`src/design/rob_pkg.sv`:
```
`default_nettype none

package rob_pkg;

    // buffer geometry
    localparam int rob_depth = 16;
    localparam int tag_w = 4;

    // architectural widths
    localparam int reg_w = 5;
    localparam int xlen = 32;

    // state of one slot, 74 bits
    typedef struct packed {
        logic             valid;
        logic             done;
        logic             pred_taken;
        // resolved branch direction from the execution unit
        logic             act_taken;
        logic             is_store;
        logic [reg_w-1:0] rd;
        logic [xlen-1:0]  data;
        // branch target, used as redirect PC on a mispredict
        logic [xlen-1:0]  target;
    } entry_t;

endpackage

`default_nettype wire

```
`src/design/alloc_if.sv`:
```
`timescale 1ns/1ns
`default_nettype none

// one allocation write, allocator to entries
interface alloc_if;

    logic                      en;
    logic [rob_pkg::tag_w-1:0] tag;
    logic [rob_pkg::reg_w-1:0] rd;
    logic                      pred_taken;
    logic                      is_store;

    modport src (
        output en, tag, rd, pred_taken, is_store
    );

    modport sink (
        input en, tag, rd, pred_taken, is_store
    );

endinterface

`default_nettype wire

```
`src/design/wb_if.sv`:
```
`timescale 1ns/1ns
`default_nettype none

// one execution result, no back-pressure
interface wb_if;

    logic                      en;
    logic [rob_pkg::tag_w-1:0] tag;
    logic [rob_pkg::xlen-1:0]  data;
    logic                      taken;
    logic [rob_pkg::xlen-1:0]  target;

    modport src (output en, tag, data, taken, target);

    modport sink (input en, tag, data, taken, target);

endinterface

`default_nettype wire

```
`src/design/rob_alloc.sv`:
```
`timescale 1ns/1ns
`default_nettype none

module rob_alloc (
    input  wire logic                      clk,
    input  wire logic                      rst,
    input  wire logic                      alloc_req,
    input  wire logic [rob_pkg::reg_w-1:0] alloc_rd,
    input  wire logic                      alloc_pred_taken,
    input  wire logic                      alloc_is_store,
    input  wire logic                      retire_any,
    input  wire logic                      flush,
    output logic                           alloc_gnt,
    output logic [rob_pkg::tag_w-1:0]      alloc_tag,
    alloc_if.src                           alloc
);

    logic [rob_pkg::tag_w-1:0] tail;
    // one bit wider than a tag so 16 fits
    logic [rob_pkg::tag_w:0]   count;
    logic                      full;

    assign full      = (count == (rob_pkg::tag_w + 1)'(rob_pkg::rob_depth));
    assign alloc_gnt = alloc_req && !full && !flush;
    assign alloc_tag = tail;

    assign alloc.en         = alloc_gnt;
    assign alloc.tag        = tail;
    assign alloc.rd         = alloc_rd;
    assign alloc.pred_taken = alloc_pred_taken;
    assign alloc.is_store   = alloc_is_store;

    always_ff @(posedge clk) begin
        if (rst || flush) begin
            tail  <= '0;
            count <= '0;
        end else begin
            // tail wraps at depth since depth is a power of two
            if (alloc_gnt) begin
                tail <= tail + 1'b1;
            end
            case ({alloc_gnt, retire_any})
                2'b10:   count <= count + 1'b1;
                2'b01:   count <= count - 1'b1;
                default: count <= count;
            endcase
        end
    end

    // filling the last free slot blocks the next grant
    no_gnt_when_full: assert property (@(posedge clk) disable iff (rst)
        alloc_gnt && !retire_any
            && count == (rob_pkg::tag_w + 1)'(rob_pkg::rob_depth - 1)
        |=> !alloc_gnt);

    count_in_range: assert property (@(posedge clk) disable iff (rst)
        count <= (rob_pkg::tag_w + 1)'(rob_pkg::rob_depth));

endmodule

`default_nettype wire

```
`src/design/rob_entry.sv`:
```
`timescale 1ns/1ns
`default_nettype none

module rob_entry #(
    parameter logic [rob_pkg::tag_w-1:0] entry_idx = '0
) (
    input  wire logic       clk,
    input  wire logic       rst,
    input  wire logic       retire,
    input  wire logic       flush,
    alloc_if.sink           alloc,
    wb_if.sink              wb,
    output rob_pkg::entry_t status
);

    logic alloc_hit;
    logic wb_hit;

    assign alloc_hit = alloc.en && (alloc.tag == entry_idx);
    assign wb_hit    = wb.en && (wb.tag == entry_idx);

    // control bits
    always_ff @(posedge clk) begin
        if (rst || flush) begin
            status.valid <= 1'b0;
            status.done  <= 1'b0;
        end else if (retire) begin
            status.valid <= 1'b0;
            status.done  <= 1'b0;
        end else begin
            if (alloc_hit) begin
                status.valid <= 1'b1;
                status.done  <= 1'b0;
            end
            if (wb_hit) begin
                status.done <= 1'b1;
            end
        end
    end

    // payload, only meaningful while valid
    always_ff @(posedge clk) begin
        if (alloc_hit) begin
            status.pred_taken <= alloc.pred_taken;
            status.is_store   <= alloc.is_store;
            status.rd         <= alloc.rd;
        end
        if (wb_hit) begin
            status.data      <= wb.data;
            status.act_taken <= wb.taken;
            status.target    <= wb.target;
        end
    end

    // execution may only report tags still in flight
    wb_only_in_flight: assert property (@(posedge clk) disable iff (rst)
        wb_hit |-> status.valid);

    // allocator must never overrun the head
    alloc_only_free: assert property (@(posedge clk) disable iff (rst)
        alloc_hit |-> !status.valid);

endmodule

`default_nettype wire

```
`src/design/rob_commit.sv`:
```
`timescale 1ns/1ns
`default_nettype none

module rob_commit (
    input  wire logic                         clk,
    input  wire logic                         rst,
    input  wire rob_pkg::entry_t              status [rob_pkg::rob_depth],
    output logic [rob_pkg::rob_depth-1:0]     retire,
    output logic                              retire_any,
    output logic                              rf_we,
    output logic [rob_pkg::reg_w-1:0]         rf_rd,
    output logic [rob_pkg::xlen-1:0]          rf_data,
    output logic [rob_pkg::tag_w-1:0]         rf_tag,
    output logic                              store_en,
    output logic [rob_pkg::tag_w-1:0]         store_tag,
    output logic                              flush,
    output logic [rob_pkg::xlen-1:0]          redirect_pc
);

    logic [rob_pkg::tag_w-1:0] head;
    rob_pkg::entry_t           head_st;
    logic                      fire;
    logic                      mispredict;

    assign head_st = status[head];

    // no retire during the flush pulse since younger entries are dead
    assign fire       = head_st.valid && head_st.done && !flush;
    assign mispredict = !head_st.is_store && (head_st.pred_taken != head_st.act_taken);

    assign retire_any = fire;
    assign retire     = fire ? ({{(rob_pkg::rob_depth - 1){1'b0}}, 1'b1} << head) : '0;

    always_ff @(posedge clk) begin
        if (rst || flush) begin
            head <= '0;
        end else if (fire) begin
            head <= head + 1'b1;
        end
    end

    // strobes
    always_ff @(posedge clk) begin
        if (rst) begin
            rf_we    <= 1'b0;
            store_en <= 1'b0;
            flush    <= 1'b0;
        end else begin
            rf_we    <= fire && !head_st.is_store;
            store_en <= fire && head_st.is_store;
            flush    <= fire && mispredict;
        end
    end

    // values that go with the strobes
    always_ff @(posedge clk) begin
        if (fire) begin
            rf_rd       <= head_st.rd;
            rf_data     <= head_st.data;
            rf_tag      <= head;
            store_tag   <= head;
            redirect_pc <= head_st.target;
        end
    end

    retire_onehot: assert property (@(posedge clk) disable iff (rst)
        $onehot0(retire));

    // a flush leaves the slot at the head empty
    head_empty_after_flush: assert property (@(posedge clk) disable iff (rst)
        flush |=> !head_st.valid);

endmodule

`default_nettype wire

```
`src/design/rob_top.sv`:
```
`timescale 1ns/1ns
`default_nettype none

module rob_top (
    input  wire logic                      clk,
    input  wire logic                      rst,
    input  wire logic                      alloc_req,
    input  wire logic [rob_pkg::reg_w-1:0] alloc_rd,
    input  wire logic                      alloc_pred_taken,
    input  wire logic                      alloc_is_store,
    input  wire logic                      wb_en,
    input  wire logic [rob_pkg::tag_w-1:0] wb_tag,
    input  wire logic [rob_pkg::xlen-1:0]  wb_data,
    input  wire logic                      wb_taken,
    input  wire logic [rob_pkg::xlen-1:0]  wb_target,
    output logic                           alloc_gnt,
    output logic [rob_pkg::tag_w-1:0]      alloc_tag,
    output logic                           rf_we,
    output logic [rob_pkg::reg_w-1:0]      rf_rd,
    output logic [rob_pkg::xlen-1:0]       rf_data,
    output logic [rob_pkg::tag_w-1:0]      rf_tag,
    output logic                           store_en,
    output logic [rob_pkg::tag_w-1:0]      store_tag,
    output logic                           flush,
    output logic [rob_pkg::xlen-1:0]       redirect_pc
);

    alloc_if alloc_bus ();
    wb_if    wb_bus ();

    rob_pkg::entry_t                   status [rob_pkg::rob_depth];
    logic [rob_pkg::rob_depth-1:0]     retire;
    logic                              retire_any;

    // execution side writeback
    assign wb_bus.en     = wb_en;
    assign wb_bus.tag    = wb_tag;
    assign wb_bus.data   = wb_data;
    assign wb_bus.taken  = wb_taken;
    assign wb_bus.target = wb_target;

    rob_alloc rob_alloc_i (
        .clk              (clk),
        .rst              (rst),
        .alloc_req        (alloc_req),
        .alloc_rd         (alloc_rd),
        .alloc_pred_taken (alloc_pred_taken),
        .alloc_is_store   (alloc_is_store),
        .retire_any       (retire_any),
        .flush            (flush),
        .alloc_gnt        (alloc_gnt),
        .alloc_tag        (alloc_tag),
        .alloc            (alloc_bus.src)
    );

    for (genvar i = 0; i < rob_pkg::rob_depth; i++) begin : g_entry
        rob_entry #(
            .entry_idx ((rob_pkg::tag_w)'(i))
        ) rob_entry_i (
            .clk    (clk),
            .rst    (rst),
            .retire (retire[i]),
            .flush  (flush),
            .alloc  (alloc_bus.sink),
            .wb     (wb_bus.sink),
            .status (status[i])
        );
    end

    rob_commit rob_commit_i (
        .clk         (clk),
        .rst         (rst),
        .status      (status),
        .retire      (retire),
        .retire_any  (retire_any),
        .rf_we       (rf_we),
        .rf_rd       (rf_rd),
        .rf_data     (rf_data),
        .rf_tag      (rf_tag),
        .store_en    (store_en),
        .store_tag   (store_tag),
        .flush       (flush),
        .redirect_pc (redirect_pc)
    );

endmodule

`default_nettype wire

```
`config.mk`:
```
export PLATFORM = sky130hd
export DESIGN_NAME = rob_top
export DESIGN_NICKNAME = d
export VERILOG_FILES = /design/src/design/rob_pkg.sv /design/src/design/alloc_if.sv /design/src/design/wb_if.sv /design/src/design/rob_alloc.sv /design/src/design/rob_entry.sv /design/src/design/rob_commit.sv /design/src/design/rob_top.sv
export SDC_FILE = /design/constraint.sdc
export NUM_CORES = 1
export LEC_CHECK = 0
export BUFFER_PORTS_ARGS = -buffer_cell sky130_fd_sc_hd__buf_4
export CELL_PAD_IN_SITES_DETAIL_PLACEMENT = 1
export CELL_PAD_IN_SITES_GLOBAL_PLACEMENT = 1
export CORE_MARGIN = 5
export CORE_UTILIZATION = 40
export DETAILED_ROUTE_END_ITERATION = 7
export PLACE_DENSITY = 0.58
export SLEW_MARGIN = 10
export SYNTH_ARGS = -nofsm -noshare
export SYNTH_HDL_FRONTEND = slang
export SYNTH_SLANG_ARGS = --single-unit
```
`constraint.sdc`:
```
create_clock -name clk -period 13.6 [get_ports clk]
set_input_delay 0 -clock clk [delete_from_list [all_inputs] [get_ports clk]]
set_output_delay 0 -clock clk [all_outputs]
set_load 0.05 [all_outputs]
```
==> run metrics <==
status finished, final reports clean; RSZ-0062 raised after global routing false; main flop type after synthesis edfxtp_1; clock-pin slew on the worst setup and hold paths 0.06 ns; setup TNS 0 ns; Max Root-Sink Buffers 3; Worst R2R End rob_commit_i.flush; worst-path cell chain buf_4 > buf_4 > buf_4 > mux4_2 > a22oi_1 > nand3_1 > xnor2_1 > nor4b_2; Syn Area/Cell 24.10 um2; asr flop ratio synth 0%; H-Tree Depth 4; Sw Share 19.99%; antenna violations before repair 7; Die Y 355.7 um; post-synthesis cell count 1,983; global-route wire length before repair 170.4 mm; hold path startpoint rst; Root Buffer clkbuf_16; number of flops mapped to enable cells by yosys 1,225; slowest CP cell buf_4; CP most frequent cell buf_4; WS Path Type register to register; Power, Total 8.195 mW; post-synthesis cell type count 45; CTS Sinks 1,273; Overall Global Routing Usage 18.62%; number of hold buffers added after cts 84; post-DP HPWL 62.01 mm; global route total overflow 0; cell accounting for the most synthesized area edfxtp_1; Arr. time, crit path 5.53 ns; Core Rows 126; P_leak 17.48 nW; Ys Warns 0; full die area 126,500 um2; final setup skew 0.03687 ns; Post-DRT Antenna Nets 0; vias per cell 5.439; clock power share 44.0%; Die X 355.7 um; TritonRoute pass-1 iters 7; Crit Reg-Reg Startpoint rob_commit_i.head[0]; vias in the first global route 24,035; core area 118,400 um2; Placer Congestion 0.7326; Sequential Power Share 53.6%; largest fanout on the critical path 51; DR iter-0 viols 1,851; Port-buffer cells 164; routed wire length 117.6 mm; postcts setup bufs 0; startpoint class of the critical path register; MaxCap Viol Count 0; final hold vios 0; CTS resizes 0; total number of vias 21,942; Seq cells post-synth 1,273; register area share after synthesis 78.98%; Hold EP rob_commit_i.flush; highest clock rate 203.8 MHz; Hold Path Class primary input to register; IO Pins 165; ranking of synthesized cells by area edfxtp_1 77%, mux4_2 17%, dfxtp_1 2.0%; Switch Pwr 1.638 mW; IR drop worst, VDD 0.1167 mV; # DRC 0; Post-Syn Area 47,790 um2; Slew Limit Fails 0; Nets 2,412; drt wl/cell 29.15 um; final core occ 47.53%; multi-input logic area 9590 um2; Synth top area share 76.97%; hold path cells 3; Internal 6.556 mW; Critical Path Max Stage Delay 0.93 ns; largest net degree at the start of global routing 77; PD cells 145.6 nW/um2; FF/Latch Area 37,760 um2; cts bufs inserted 139; # fillers 10,526; cell count of the worst reg-to-reg path 8; endpoints failing setup 0; Initial Utilization 40.37%; Final period util 36.09%; worst skew pair latency 0.73 ns; Data required, critical path 14.23 ns; fin crit period 4.908 ns; area delta synth->final 17.76%; share of cells above drive strength 1 32.14%; Post-Syn Nets 2,076; combinational share of power 2.5%; Worst-Margin Slew 1.194 ns; Setup crit end kind register; Max transition margin 20.19%; CTS tree done; register-to-register setup slack 8.69 ns
## cell families (layout without fill, tap and decap cells)
| group | count (synthesis) | count (layout) | share of synthesized area [%] |
|---|---|---|---|
| other | 0 | 4 | 0 |
| and+or+nand+nor | 115 | 115 | 1.241 |
| muxes | 365 | 365 | 17.05 |
| DFF | 1273 | 1273 | 78.98 |
| xor gates and xnor gates | 8 | 8 | 0.1466 |
| buffers and inverters | 135 | 582 | 1.189 |
| adders and majority gates | 13 | 13 | 0.3404 |
| AOI/OAI and AO/OA | 74 | 74 | 1.055 |
## cell type report
class                   count  area share [%]
well taps                1600           3.557
clock inverters            68           1.007
clock buffers             184           6.726
multi-input cells         575           17.04
repair buffers            296           4.322
diodes                      4         0.01779
inverters                  34          0.2357
flip-flops and latches   1273           67.09
## critical path: cells and delay by family, from the launching register on
family / cells / cell delay, ns
xor+xnor: 1 / 0.17
simple gates: 2 / 0.34
mux: 1 / 0.61
compound gates: 1 / 0.15
buf+inv: 3 / 2.62
flops: 1 / 0.75
## registers in the layout, summed over array words and instances (netlist names)
signal	count
rob_commit_i.rf_tag	4
rob_commit_i.flush	1
g_entry.rob_entry_i.status	1184
rob_alloc_i.count	5
rob_commit_i.store_en	1
rob_commit_i.redirect_pc	32
rob_alloc_i.alloc.tag	4
rob_commit_i.head	4
rob_commit_i.rf_rd	5
rob_commit_i.rf_we	1
rob_commit_i.rf_data	32
## worst max-delay path by stage
stage,startpoint,endpoint,slack (ns),cells past startpoint
6_report,rob_commit_i.head[0],rob_commit_i.flush,8.69,8
5_1_grt,rob_commit_i.head[0],rob_commit_i.rf_data[19],8.19,5
4_1_cts,rob_commit_i.head[0],rob_commit_i.flush,8.47,8
3_5_place_dp,rob_commit_i.head[0],rob_commit_i.flush,8.48,8
3_3_place_gp,rob_commit_i.head[0],rob_commit_i.flush,8.45,8
2_1_floorplan,wb_tag[3],g_entry[0].rob_entry_i.status[0],8.05,2
## synth_stat cells (3+ instances only)
cell type and n:
a211oi_1 15, a21oi_1 26, a221oi_1 8, a22oi_1 4, a31oi_1 3, buf_1 21, buf_2 28, buf_4 7
clkbuf_1 45, dfxtp_1 48, edfxtp_1 1225, ha_1 13, inv_1 31, inv_2 3, mux2i_1 5, mux4_2 359
nand2_1 18, nand2b_1 4, nand3_1 24, nand3b_1 4, nand4_1 7, nor2_1 29, nor2b_1 8, nor3_1 6
o21a_1 7, o21ai_0 3, or3_1 4, xnor2_1 3, xor2_1 5
## per-layer routing
metal	wire [um]	global-route usage, %	vias up	share of wire, %
met5	43	0	-	0.037
met4	2100	4.500	6	1.8
met3	5276	3.235	149	4.5
met2	59860	31.63	518	51
met1	50310	25.30	12096	43
li1	-	-	9173	-
## stage by stage
stage | std cells | setup slack [ns] | hold slack [ns] | instance area (um2)
3_3_place_gp | 3694 | 8.446 | 0.2706 | 51070
2_1_floorplan | 1983 | 8.049 | 0.07142 | 47790
4_1_cts | 4030 | 8.466 | 0.02969 | 56270
3_5_place_dp | 3694 | 8.478 | 0.2652 | 51070
6_report | 4034 | 8.692 | 0.08425 | 56280
5_1_grt | 4033 | 8.193 | 0.05529 | 56270
## placed cells by master, fill, tap and decap left out, types with 5 or more instances in the layout
cell type	count
a211oi_1	15
a21oi_1	25
a221oi_1	8
buf_4	212
bufinv_16	8
clkbuf_1	38
clkbuf_16	145
clkinv_1	33
clkinv_2	16
dfxtp_1	45
dlygate4sd3_1	84
edfxtp_1	1225
ha_1	13
inv_1	31
inv_6	6
mux2i_1	5
mux4_2	359
nand2_1	18
nand3_1	24
nand4_1	7
nor2_1	17
nor2_4	12
nor2b_1	8
o21a_1	7
xor2_1	5
## power by group through the flow
stage,Clock [mW],Combinational [mW],Sequential (mW)
6_report,3.60,0.203,4.39
5_1_grt,3.89,0.218,4.39
4_1_cts,3.70,0.207,4.39
3_5_place_dp,0,0.184,4.47
3_3_place_gp,0,0.175,4.47
2_1_floorplan,0,0.0729,4.47
No activity file was read; power rests on OpenSTA's default activity.
